## config.mk

```make
export PLATFORM = sky130hd
export DESIGN_NAME = cluster_uncore
export DESIGN_NICKNAME = d
export VERILOG_FILES = /design/src/hdl/cluster_pkg.sv /design/src/hdl/dram_req_arb.sv /design/src/hdl/dram_rsp_router.sv /design/src/hdl/csr_io_router.sv /design/src/hdl/cluster_uncore.sv
export VERILOG_INCLUDE_DIRS = /design/src /design/src/hdl
export SDC_FILE = /design/constraint.sdc
export NUM_CORES = 1
export LEC_CHECK = 0
export ABC_AREA = 1
export ABC_CLOCK_PERIOD_IN_PS = 11500
export BUFFER_PORTS_ARGS = -buffer_cell sky130_fd_sc_hd__buf_4
export CORE_AREA = 2 2 429 431
export DETAILED_ROUTE_END_ITERATION = 16
export DIE_AREA = 0 0 431 433
export HOLD_SLACK_MARGIN = 0.06
export SLEW_MARGIN = 0
export SYNTH_ARGS = -nofsm -noshare
export SYNTH_HDL_FRONTEND = slang
export SYNTH_SLANG_ARGS = --single-unit
export TNS_END_PERCENT = 10
```

## constraint.sdc

```tcl
create_clock -name clk -period 11.5 [get_ports clk]
set_input_delay 2.3 -clock clk [delete_from_list [all_inputs] [get_ports clk]]
set_output_delay 2.3 -clock clk [all_outputs]
set_load 0.03 [all_outputs]
```

## src/hdl/cluster_defs.svh

```systemverilog
`ifndef CLUSTER_DEFS_SVH
`define CLUSTER_DEFS_SVH

// Cluster shape
`define NUM_CORES       2
`define NUM_MEM_PORTS   (2 * `NUM_CORES)
`define PORT_SEL_BITS   2
`define CORE_ID_BITS    1

// Refill line geometry
`define LINE_WIDTH      64
`define BYTEEN_WIDTH    8
`define MEM_ADDR_WIDTH  26

// Port index sits above the core tag on the DRAM side
`define CORE_TAG_WIDTH  4
`define DRAM_TAG_WIDTH  (`CORE_TAG_WIDTH + `PORT_SEL_BITS)

// Host CSR access
`define CSR_ADDR_WIDTH  12
`define CSR_DATA_WIDTH  32

`endif

```

## src/hdl/cluster_pkg.sv

```systemverilog
`default_nettype none

`include "cluster_defs.svh"

package cluster_pkg;

    typedef struct packed {
        logic                        rw;
        logic [`BYTEEN_WIDTH-1:0]    byteen;
        logic [`MEM_ADDR_WIDTH-1:0]  addr;
        logic [`LINE_WIDTH-1:0]      data;
        logic [`CORE_TAG_WIDTH-1:0]  tag;
    } mem_req_t;

    typedef struct packed {
        logic [`LINE_WIDTH-1:0]      data;
        logic [`CORE_TAG_WIDTH-1:0]  tag;
    } mem_rsp_t;

    typedef struct packed {
        logic                        rw;
        logic [`BYTEEN_WIDTH-1:0]    byteen;
        logic [`MEM_ADDR_WIDTH-1:0]  addr;
        logic [`LINE_WIDTH-1:0]      data;
        logic [`DRAM_TAG_WIDTH-1:0]  tag;
    } dram_req_t;

    typedef struct packed {
        logic [`LINE_WIDTH-1:0]      data;
        logic [`DRAM_TAG_WIDTH-1:0]  tag;
    } dram_rsp_t;

    typedef struct packed {
        logic [`CSR_ADDR_WIDTH-1:0]  addr;
        logic                        rw;
        logic [`CSR_DATA_WIDTH-1:0]  data;
    } csr_req_t;

    typedef struct packed {
        logic [`CSR_DATA_WIDTH-1:0]  data;
    } csr_rsp_t;

    // Refill port index is 2 * core + this
    typedef enum logic {
        PORT_DCACHE = 1'b0,
        PORT_ICACHE = 1'b1
    } mem_port_e;

    typedef enum logic {
        CSR_IDLE     = 1'b0,
        CSR_WAIT_RSP = 1'b1
    } csr_state_e;

endpackage

`default_nettype wire

```

## src/hdl/dram_req_arb.sv

```systemverilog
`timescale 1ns/10ps
`default_nettype none

`include "cluster_defs.svh"

module dram_req_arb
    import cluster_pkg::*;
(
    input  wire                                 clk,
    input  wire                                 reset,

    // Refill requests from all ports
    input  wire [`NUM_MEM_PORTS-1:0]            in_valid,
    input  wire mem_req_t [`NUM_MEM_PORTS-1:0]  in_req,
    output logic [`NUM_MEM_PORTS-1:0]           in_ready,

    // DRAM request
    output logic                                dram_req_valid,
    output dram_req_t                           dram_req,
    input  wire                                 dram_req_ready
);

    logic [`PORT_SEL_BITS-1:0] rr_ptr;
    logic [`PORT_SEL_BITS-1:0] grant_idx;
    logic                      grant_found;
    logic                      load;
    logic                      take;
    mem_req_t                  win_req;

    // Output register is free or drains this cycle
    assign load = !dram_req_valid || dram_req_ready;
    assign take = load && grant_found;

    // First valid port at or after the pointer
    always_comb begin
        int unsigned cand;
        grant_found = 1'b0;
        grant_idx   = '0;
        for (int i = `NUM_MEM_PORTS - 1; i >= 0; i--) begin
            cand = (rr_ptr + i) % `NUM_MEM_PORTS;
            if (in_valid[cand]) begin
                grant_found = 1'b1;
                grant_idx   = cand[`PORT_SEL_BITS-1:0];
            end
        end
    end

    always_comb begin
        in_ready            = '0;
        in_ready[grant_idx] = take;
    end

    assign win_req = in_req[grant_idx];

    always_ff @(posedge clk) begin
        if (reset) begin
            dram_req_valid <= 1'b0;
            rr_ptr         <= '0;
        end else begin
            if (load) begin
                dram_req_valid <= grant_found;
            end
            if (take) begin
                // Pointer moves just past the winner
                if (grant_idx == `NUM_MEM_PORTS - 1) begin
                    rr_ptr <= '0;
                end else begin
                    rr_ptr <= grant_idx + 1'b1;
                end
            end
        end
    end

    always_ff @(posedge clk) begin
        if (take) begin
            dram_req.rw     <= win_req.rw;
            dram_req.byteen <= win_req.byteen;
            dram_req.addr   <= win_req.addr;
            dram_req.data   <= win_req.data;
            // Source port goes above the core tag
            dram_req.tag    <= {grant_idx, win_req.tag};
        end
    end

endmodule

`default_nettype wire

```

## src/hdl/dram_rsp_router.sv

```systemverilog
`timescale 1ns/10ps
`default_nettype none

`include "cluster_defs.svh"

module dram_rsp_router
    import cluster_pkg::*;
(
    // DRAM response
    input  wire                                 dram_rsp_valid,
    input  wire dram_rsp_t                      dram_rsp,
    output logic                                dram_rsp_ready,

    // Per-port refill responses
    output logic [`NUM_MEM_PORTS-1:0]           out_valid,
    output mem_rsp_t [`NUM_MEM_PORTS-1:0]       out_rsp,
    input  wire [`NUM_MEM_PORTS-1:0]            out_ready
);

    logic [`PORT_SEL_BITS-1:0]  rsp_port;
    logic [`CORE_TAG_WIDTH-1:0] rsp_tag;

    // Upper tag bits name the port, lower bits go back to the core
    assign rsp_port = dram_rsp.tag[`DRAM_TAG_WIDTH-1 -: `PORT_SEL_BITS];
    assign rsp_tag  = dram_rsp.tag[`CORE_TAG_WIDTH-1:0];

    always_comb begin
        out_valid           = '0;
        out_valid[rsp_port] = dram_rsp_valid;
    end

    // Payload is broadcast, only valid is steered
    always_comb begin
        for (int i = 0; i < `NUM_MEM_PORTS; i++) begin
            out_rsp[i].data = dram_rsp.data;
            out_rsp[i].tag  = rsp_tag;
        end
    end

    assign dram_rsp_ready = out_ready[rsp_port];

endmodule

`default_nettype wire

```

## src/hdl/csr_io_router.sv

```systemverilog
`timescale 1ns/10ps
`default_nettype none

`include "cluster_defs.svh"

module csr_io_router
    import cluster_pkg::*;
(
    input  wire                                 clk,
    input  wire                                 reset,

    // Host request
    input  wire                                 host_req_valid,
    input  wire [`CORE_ID_BITS-1:0]             host_coreid,
    input  wire csr_req_t                       host_req,
    output logic                                host_req_ready,

    // Host response
    output logic                                host_rsp_valid,
    output csr_rsp_t                            host_rsp,
    input  wire                                 host_rsp_ready,

    // Request to the cores
    output logic [`NUM_CORES-1:0]               core_req_valid,
    output csr_req_t                            core_req,
    input  wire [`NUM_CORES-1:0]                core_req_ready,

    // Response from the cores
    input  wire [`NUM_CORES-1:0]                core_rsp_valid,
    input  wire csr_rsp_t [`NUM_CORES-1:0]      core_rsp,
    output logic [`NUM_CORES-1:0]               core_rsp_ready
);

    csr_state_e               state;
    logic [`CORE_ID_BITS-1:0] sel_core;

    // Same request seen by every core, valid picks the target
    assign core_req = host_req;
    assign host_rsp = core_rsp[sel_core];

    always_comb begin
        host_req_ready = 1'b0;
        host_rsp_valid = 1'b0;
        core_req_valid = '0;
        core_rsp_ready = '0;
        case (state)
            CSR_IDLE: begin
                core_req_valid[host_coreid] = host_req_valid;
                host_req_ready              = core_req_ready[host_coreid];
            end
            CSR_WAIT_RSP: begin
                // Only the addressed core may answer
                host_rsp_valid           = core_rsp_valid[sel_core];
                core_rsp_ready[sel_core] = host_rsp_ready;
            end
            default: begin
                host_req_ready = 1'b0;
            end
        endcase
    end

    always_ff @(posedge clk) begin
        if (reset) begin
            state    <= CSR_IDLE;
            sel_core <= '0;
        end else begin
            case (state)
                CSR_IDLE: begin
                    if (host_req_valid && host_req_ready) begin
                        sel_core <= host_coreid;
                        state    <= CSR_WAIT_RSP;
                    end
                end
                CSR_WAIT_RSP: begin
                    if (host_rsp_valid && host_rsp_ready) begin
                        state <= CSR_IDLE;
                    end
                end
                default: state <= CSR_IDLE;
            endcase
        end
    end

endmodule

`default_nettype wire

```

## src/hdl/cluster_uncore.sv

```systemverilog
`timescale 1ns/10ps
`default_nettype none

`include "cluster_defs.svh"

module cluster_uncore
    import cluster_pkg::*;
(
    input  wire                                 clk,
    input  wire                                 reset,

    // Data cache refill
    input  wire [`NUM_CORES-1:0]                core_dcache_req_valid,
    input  wire mem_req_t [`NUM_CORES-1:0]      core_dcache_req,
    output wire [`NUM_CORES-1:0]                core_dcache_req_ready,
    output wire [`NUM_CORES-1:0]                core_dcache_rsp_valid,
    output wire mem_rsp_t [`NUM_CORES-1:0]      core_dcache_rsp,
    input  wire [`NUM_CORES-1:0]                core_dcache_rsp_ready,

    // Instruction cache refill
    input  wire [`NUM_CORES-1:0]                core_icache_req_valid,
    input  wire mem_req_t [`NUM_CORES-1:0]      core_icache_req,
    output wire [`NUM_CORES-1:0]                core_icache_req_ready,
    output wire [`NUM_CORES-1:0]                core_icache_rsp_valid,
    output wire mem_rsp_t [`NUM_CORES-1:0]      core_icache_rsp,
    input  wire [`NUM_CORES-1:0]                core_icache_rsp_ready,

    // DRAM
    output wire                                 dram_req_valid,
    output wire dram_req_t                      dram_req,
    input  wire                                 dram_req_ready,
    input  wire                                 dram_rsp_valid,
    input  wire dram_rsp_t                      dram_rsp,
    output wire                                 dram_rsp_ready,

    // Host CSR
    input  wire                                 csr_io_req_valid,
    input  wire [`CORE_ID_BITS-1:0]             csr_io_req_coreid,
    input  wire csr_req_t                       csr_io_req,
    output wire                                 csr_io_req_ready,
    output wire                                 csr_io_rsp_valid,
    output wire csr_rsp_t                       csr_io_rsp,
    input  wire                                 csr_io_rsp_ready,

    // Core CSR
    output wire [`NUM_CORES-1:0]                core_csr_req_valid,
    output wire csr_req_t                       core_csr_req,
    input  wire [`NUM_CORES-1:0]                core_csr_req_ready,
    input  wire [`NUM_CORES-1:0]                core_csr_rsp_valid,
    input  wire csr_rsp_t [`NUM_CORES-1:0]      core_csr_rsp,
    output wire [`NUM_CORES-1:0]                core_csr_rsp_ready,

    // Status
    input  wire [`NUM_CORES-1:0]                core_busy,
    input  wire [`NUM_CORES-1:0]                core_ebreak,
    output wire                                 busy,
    output wire                                 ebreak
);

    wire [`NUM_MEM_PORTS-1:0]             arb_valid;
    wire mem_req_t [`NUM_MEM_PORTS-1:0]   arb_req;
    wire [`NUM_MEM_PORTS-1:0]             arb_ready;
    wire [`NUM_MEM_PORTS-1:0]             rtr_valid;
    wire mem_rsp_t [`NUM_MEM_PORTS-1:0]   rtr_rsp;
    wire [`NUM_MEM_PORTS-1:0]             rtr_ready;

    // Data and instruction ports of a core sit side by side
    for (genvar i = 0; i < `NUM_CORES; i++) begin : g_port
        localparam int DC = 2 * i + int'(PORT_DCACHE);
        localparam int IC = 2 * i + int'(PORT_ICACHE);

        assign arb_valid[DC]            = core_dcache_req_valid[i];
        assign arb_req[DC]              = core_dcache_req[i];
        assign core_dcache_req_ready[i] = arb_ready[DC];
        assign core_dcache_rsp_valid[i] = rtr_valid[DC];
        assign core_dcache_rsp[i]       = rtr_rsp[DC];
        assign rtr_ready[DC]            = core_dcache_rsp_ready[i];

        assign arb_valid[IC]            = core_icache_req_valid[i];
        assign arb_req[IC]              = core_icache_req[i];
        assign core_icache_req_ready[i] = arb_ready[IC];
        assign core_icache_rsp_valid[i] = rtr_valid[IC];
        assign core_icache_rsp[i]       = rtr_rsp[IC];
        assign rtr_ready[IC]            = core_icache_rsp_ready[i];
    end

    dram_req_arb dram_req_arb_i (
        .clk            (clk),
        .reset          (reset),
        .in_valid       (arb_valid),
        .in_req         (arb_req),
        .in_ready       (arb_ready),
        .dram_req_valid (dram_req_valid),
        .dram_req       (dram_req),
        .dram_req_ready (dram_req_ready)
    );

    dram_rsp_router dram_rsp_router_i (
        .dram_rsp_valid (dram_rsp_valid),
        .dram_rsp       (dram_rsp),
        .dram_rsp_ready (dram_rsp_ready),
        .out_valid      (rtr_valid),
        .out_rsp        (rtr_rsp),
        .out_ready      (rtr_ready)
    );

    csr_io_router csr_io_router_i (
        .clk            (clk),
        .reset          (reset),
        .host_req_valid (csr_io_req_valid),
        .host_coreid    (csr_io_req_coreid),
        .host_req       (csr_io_req),
        .host_req_ready (csr_io_req_ready),
        .host_rsp_valid (csr_io_rsp_valid),
        .host_rsp       (csr_io_rsp),
        .host_rsp_ready (csr_io_rsp_ready),
        .core_req_valid (core_csr_req_valid),
        .core_req       (core_csr_req),
        .core_req_ready (core_csr_req_ready),
        .core_rsp_valid (core_csr_rsp_valid),
        .core_rsp       (core_csr_rsp),
        .core_rsp_ready (core_csr_rsp_ready)
    );

    // Any core busy, all cores halted
    assign busy   = |core_busy;
    assign ebreak = &core_ebreak;

endmodule

`default_nettype wire

```

* Yosys cells after proc, flatten, opt, wreduce, memory -nomap -nowiden
Index checks and enable logic that the tools add are counted.
** Word-level totals
- Register bits :: 110
- Input port bits :: 614
- Output and inout bits :: 472
- Logic and storage cells :: 85
** Operators by class
- Add/sub/neg operators :: 4
- Order comparisons :: 12
- Equal/unequal tests :: 1
- Muxes and demuxes :: 42
- Bitwise gates (word level) :: 5
- Reduce and logical (&&, ||, !) cells :: 12
** Operators by type and width (number)
- binary-select mux 103 bit (select 2 bit) :: 1
- two-way mux 103 bit :: 1
- two-way mux 32 bit :: 2
- two-way mux 1 bit :: 21
- < comparator 2 x 3 -> 1 bit (second input constant) :: 6
- two-way mux 2 bit :: 7
- binary-select mux 1 bit (select 2 bit) :: 5
- AND 4 bit :: 2
- logical AND 1 bit :: 7
- adder 2 x 1 -> 2 bit (second input constant) :: 2
- adder 2 bit (second input constant) :: 2
- AND 2 bit :: 2
- demux 1 bit (select 2 bit) :: 2
- greater-or-equal comparator 2 x 1 -> 1 bit (second input constant) :: 2
- < comparator 1 x 2 -> 1 bit (second input constant) :: 2
- AND reduction 2 bit :: 2
- demux 1 bit (select 1 bit) :: 2
- equality test 2 bit (second input constant) :: 1
- greater-or-equal comparator 1 bit (second input constant) :: 2
- case mux 1 bit (2 select lines) :: 1
- OR reduction 2 bit :: 1
- logical NOT 1 bit :: 1
- logical OR 1 bit :: 1
- inverter 1 bit :: 1

* Longest topological paths before layout
- Word-level depth :: 12
- Gate-level depth with buffers :: 16

* Modules after synthesis
From an unflattened synthesis, not the netlist that was laid out.
** Second synthesis, totals
- Cells, all modules :: 1676
- Area total of the unflattened synthesis :: 11529.8 um^2
** Modules (own cells, without submodules)
- dram_req_arb :: instances 1, cells an instance 1200, area each 8468.1 um^2
- dram_rsp_router :: instances 1, cells an instance 288, area each 2107.0 um^2
- csr_io_router :: instances 1, cells an instance 183, area each 935.9 um^2
- cluster_uncore :: instances 1, cells an instance 5, area each 18.8 um^2

* Least setup slack after synthesis
Ideal clock, no wire load.
- Path type :: input port to output port
- Start point :: input port core_icache_req_valid[1]
- End point :: output port core_dcache_req_ready[0]
- Arrival time :: 8.744 ns
- Data required time :: 9.200 ns
- Setup slack :: 0.456 ns
- Stages :: 8
- Buffers on the path :: 0
- Cell sequence :: inv_1 nand2_1 nand2_1 nand2_1 nor3_1 nor2_1 inv_1 nor3_1
** RTL lines
- from (decl) :: line cluster_uncore.sv:21 : input wire [`NUM_CORES-1:0] core_icache_req_valid,
- binary-select mux 1 bit (select 2 bit) :: line dram_req_arb.sv:41 : if (in_valid[cand]) begin
- two-way mux 1 bit (implied by the code) :: line dram_req_arb.sv:41
- two-way mux 1 bit (3 in series) :: line dram_req_arb.sv:41
- two-way mux 1 bit * :: line dram_req_arb.sv:41
- logical AND 1 bit * :: line dram_req_arb.sv:32 : assign take = load && grant_found;
- net dram_req_arb_i.take :: line dram_req_arb.sv:27 : logic take;
- AND 4 bit (no line) *
- to (decl) :: line cluster_uncore.sv:15 : output wire [`NUM_CORES-1:0] core_dcache_req_ready,
Mark *: on every way through the listed nets, which the timed path passes. The rest lies on a longest branch. The select of a mux whose other input is x is not followed.

* Worst setup path after layout
- Start point :: input port core_icache_req_valid[1]
- End point :: output port core_dcache_req_ready[1]
** Between the ends
- Word-level cells in the longest chain between the ends :: 11
** RTL lines
- binary-select mux 1 bit (select 2 bit) :: line dram_req_arb.sv:41
- two-way mux 1 bit (implied by the code) :: line dram_req_arb.sv:41
- two-way mux 2 bit (4 in series) :: line dram_req_arb.sv:41
- < comparator 2 x 3 -> 1 bit (implied by the code) / greater-or-equal comparator 2 x 1 -> 1 bit (equally long branches) :: line dram_req_arb.sv:50 : in_ready[grant_idx] = take;
- logical AND 1 bit (implied by the code) :: line dram_req_arb.sv:50
- two-way mux 1 bit (implied by the code) :: line dram_req_arb.sv:50
- demux 1 bit (select 2 bit)
- AND 4 bit (no line) *
Mark *: on every way between the ends. The rest lies on a longest branch, timed or not. The select of a mux whose other input is x is not followed.

==> summary.txt <==
Pwr
  • Power Density: 274 mW/mm^2
  • Power Total: around 4.7 mW
  • Peak supply drop: 175 uV
  • Leakage power: 8.42 nW

Floorplan
  • Die area: roughly 0.19 sq mm
  • Die Span Y: 433 um
  • Die X-Extent: roughly 430 um
  • Core area: 0.182 sq mm
  • Initial core utilization: 6.41%
  • # IOs: 1086
  • Rows: 157

Setup path
  • CP startpoint: core_icache_req_valid[1]
  • Req. time, crit path: 9.20 ns
  • R2r worst-path depth: 11
  • Worst EP arrival: 4.56 ns
  • Reg2reg start: dram_req_arb_i.rr_ptr[0]$_SDFFE_PP0P_
  • Reg2reg end: dram_req_arb_i.dram_req[67]$_DFFE_PP_
  • Worst Setup Start Kind: input pin
  • CP Capture Type: output pin
  • CP endpoint: core_dcache_req_ready[1]
  • CP Max Fanout: 111
  • Flop2flop setup slack: 7.71 ns
  • Critical path class: in2out

GRT
  • Largest net degree at the start of global routing: 112
  • First-pass GRT wire length: 148000 um
  • Via count of the first global-routing pass: 12366
  • Global Route Usage Sum: about an eighth
  • Antenna violations before repair: 20
  • Total grt overflow: 0

Timing
  • Tmin final: just under 7 ns
  • Slew @ Worst Pin: roughly 1 ns
  • RSZ-0062 raised after global routing: false
  • Worst setup margin: between 4 and 5 ns
  • Clk_skew: 0.00945 ns
  • Max-slew violations: 0
  • FMAX: 146 MHz
  • Normalized max-slew margin: 33.1%
  • Final setup viols: 0
  • Hold Violations, Final: 0
  • Final Cycle Share: 59.7%
  • Worst hold slack: 0.557 ns
  • Setup TNS: 0 ns

Synth
  • XOR/XNOR Fraction of Synth Area: 0.0750%
  • Yosys warning total: 0
  • Post-synthesis mux area share: 0%
  • Share of Yosys cell area claimed by the top area cell type: 27.0%
  • Post-Synth Adder-Cell Area: less than 1%
  • Synthesized flop and latch total: 110
  • Seq/Total Area, Yosys: 27.9%
  • Mapped Area: 0.0117 sq mm
  • Syn Nets: 2372
  • Yosys cell types: 25
  • Synth Area in Simple Gates: 35.4%
  • Largest family of logic cells by synthesized area: buffers and inverters
  • Synth top area cells: edfxtp_1 (27%), buf_4 (21%), nand2_1 (14%)
  • Compound-Gate Fraction of Synth Area: 0.504%
  • Syn Area/Cell: around 6.6 sq um
  • Largest area contributor in the synthesized netlist: edfxtp_1
  • Mapped Cells: 1757

Finish
  • Final instance area: 0.0171 sq mm
  • Most common cell after layout, fill and taps aside: buf_4
  • Synthesis-to-finish area growth: 46.4%
  • Share of cells above drive strength 1: around a third
  • Fillers: 21357
  • Final Util: 9.39%
  • Final nets: 2639
  • Fin cells: approximately 4400
  • Leading cell types in the layout, fill and taps excluded: buf_4 (671), nand2_1 (432), inv_1 (331)

Detailed routing
  • Via count: 12655
  • Drt wl/cell: 27.5 um
  • DRT Wirelength: 121000 um
  • Drt drc: 0
  • ANT nets after route: 0
  • Drt via density: 2.87
  • Drt first pass iters: 5
  • DRT iter0 DRCs: 1108

Clocking
  • CTS tree: yes
  • H-tree depth: 3
  • Max Buffers Root-to-Sink: 2
  • CTS buffer count: 9
  • Setup Fix Bufs, Post-CTS: 0
  • Post-cts resize count: 0
  • Clock Latency Late Sink: 0.42 ns
  • CTS Root Cell: clkbuf_16
  • Clk sinks: 110
  • Worst-path clk slew: 0.08 ns
  • Cts hold-fix bufs: 0

Status
  • Outcome: completed

Placement
  • Placed cell count: between 4000 and 5000
  • Worst slack at placement: roughly 4.6 ns
  • DP HPWL: 109000 um
  • Buffers on Ports: around 660
  • Placed inst area: 0.0168 sq mm
  • GP Congestion: 0.969

Worst hold path
  • Hold Crit Class: reg2reg

Run
  • Max-Cap Viols: 0
==> registers in the layout, summed over array words and instances (netlist names) <==
name                           count
dram_req_arb_i.dram_req          105
dram_req_arb_i.rr_ptr              2
csr_io_router_i.sel_core           1
csr_io_router_i.state              1
dram_req_arb_i.dram_req_valid      1
==> how the worst min path moves through the flow <==
stage / slack, ns / depth (start not counted) / endpoint / start
global placement: 0.54 / 2 / csr_io_router_i.state$_SDFF_PP0_ / csr_io_router_i.state$_SDFF_PP0_
detailed placement: 0.55 / 2 / csr_io_router_i.state$_SDFF_PP0_ / csr_io_router_i.state$_SDFF_PP0_
finish: 0.56 / 2 / csr_io_router_i.state$_SDFF_PP0_ / csr_io_router_i.state$_SDFF_PP0_
CTS: 0.56 / 2 / csr_io_router_i.state$_SDFF_PP0_ / csr_io_router_i.state$_SDFF_PP0_
global route: 0.60 / 2 / csr_io_router_i.state$_SDFF_PP0_ / csr_io_router_i.state$_SDFF_PP0_
floorplan: 0.47 / 2 / csr_io_router_i.state$_SDFF_PP0_ / csr_io_router_i.state$_SDFF_PP0_
==> power by group <==
part | internal [mW] | switching (mW) | leakage [nW]
sequential | 0.803 | 0.225 | 1.12
clock | 0.149 | 0.190 | 0.135
combinational | 0.893 | 2.42 | 7.16
total | 1.85 | 2.83 | 8.42
==> synthesized netlist by cell type, drive strengths merged <==
cell type / number
a21oi: 4
buf: 394
clkbuf: 22
clkinv: 1
dfxtp: 5
edfxtp: 105
ha: 1
inv: 333
nand2: 437
nand3: 321
nand3b: 103
nand4: 2
nor2: 10
nor3: 10
o21ai: 7
or2: 1
xnor2: 1
==> metal layers <==
metal | track usage (%) | wire [um] | up-vias
met5 | 0.494 | 162 | -
met4 | 5.02 | 4900 | 10
met3 | 5.60 | 13200 | 165
met2 | 24.0 | 66900 | 832
met1 | 11.1 | 36300 | 6013
li1 | - | - | 5635
==> kinds of logic (layout without fill, tap and decap cells) <==
logic type / count (synthesis) / after routing
compound gates: 11 / 11
xor+xnor: 1 / 1
fa+ha+maj: 1 / 1
buf+inv: 750 / 1022
flops: 110 / 110
other cells: 0 / 2
simple gates: 884 / 884
==> final cells by class <==
class | count | area, sq um | share of cell area (%)
timing repair buffer | 672 | 5060 | 29.6
multi-input combinational | 897 | 4260 | 24.9
sequential | 110 | 3250 | 19.0
tap | 2385 | 2980 | 17.5
inverter | 334 | 1260 | 7.35
clock buffer | 10 | 229 | 1.34
clock inverter | 6 | 47.5 | 0.278
antenna | 2 | 5.00 | 0.0293
==> worst max-delay path: stages <==
cell and delay, ns:
buf_4 0.11, inv_1 0.08, nand2_1 0.11, nand3_1 0.16, nand2_1 0.06, nand3_1 0.14
nand2_1 0.12, nand2_4 0.10, nand2_4 0.21, buf_12 0.25, nor3_1 0.45, buf_4 0.23
Power figures use the tool's default switching activity.
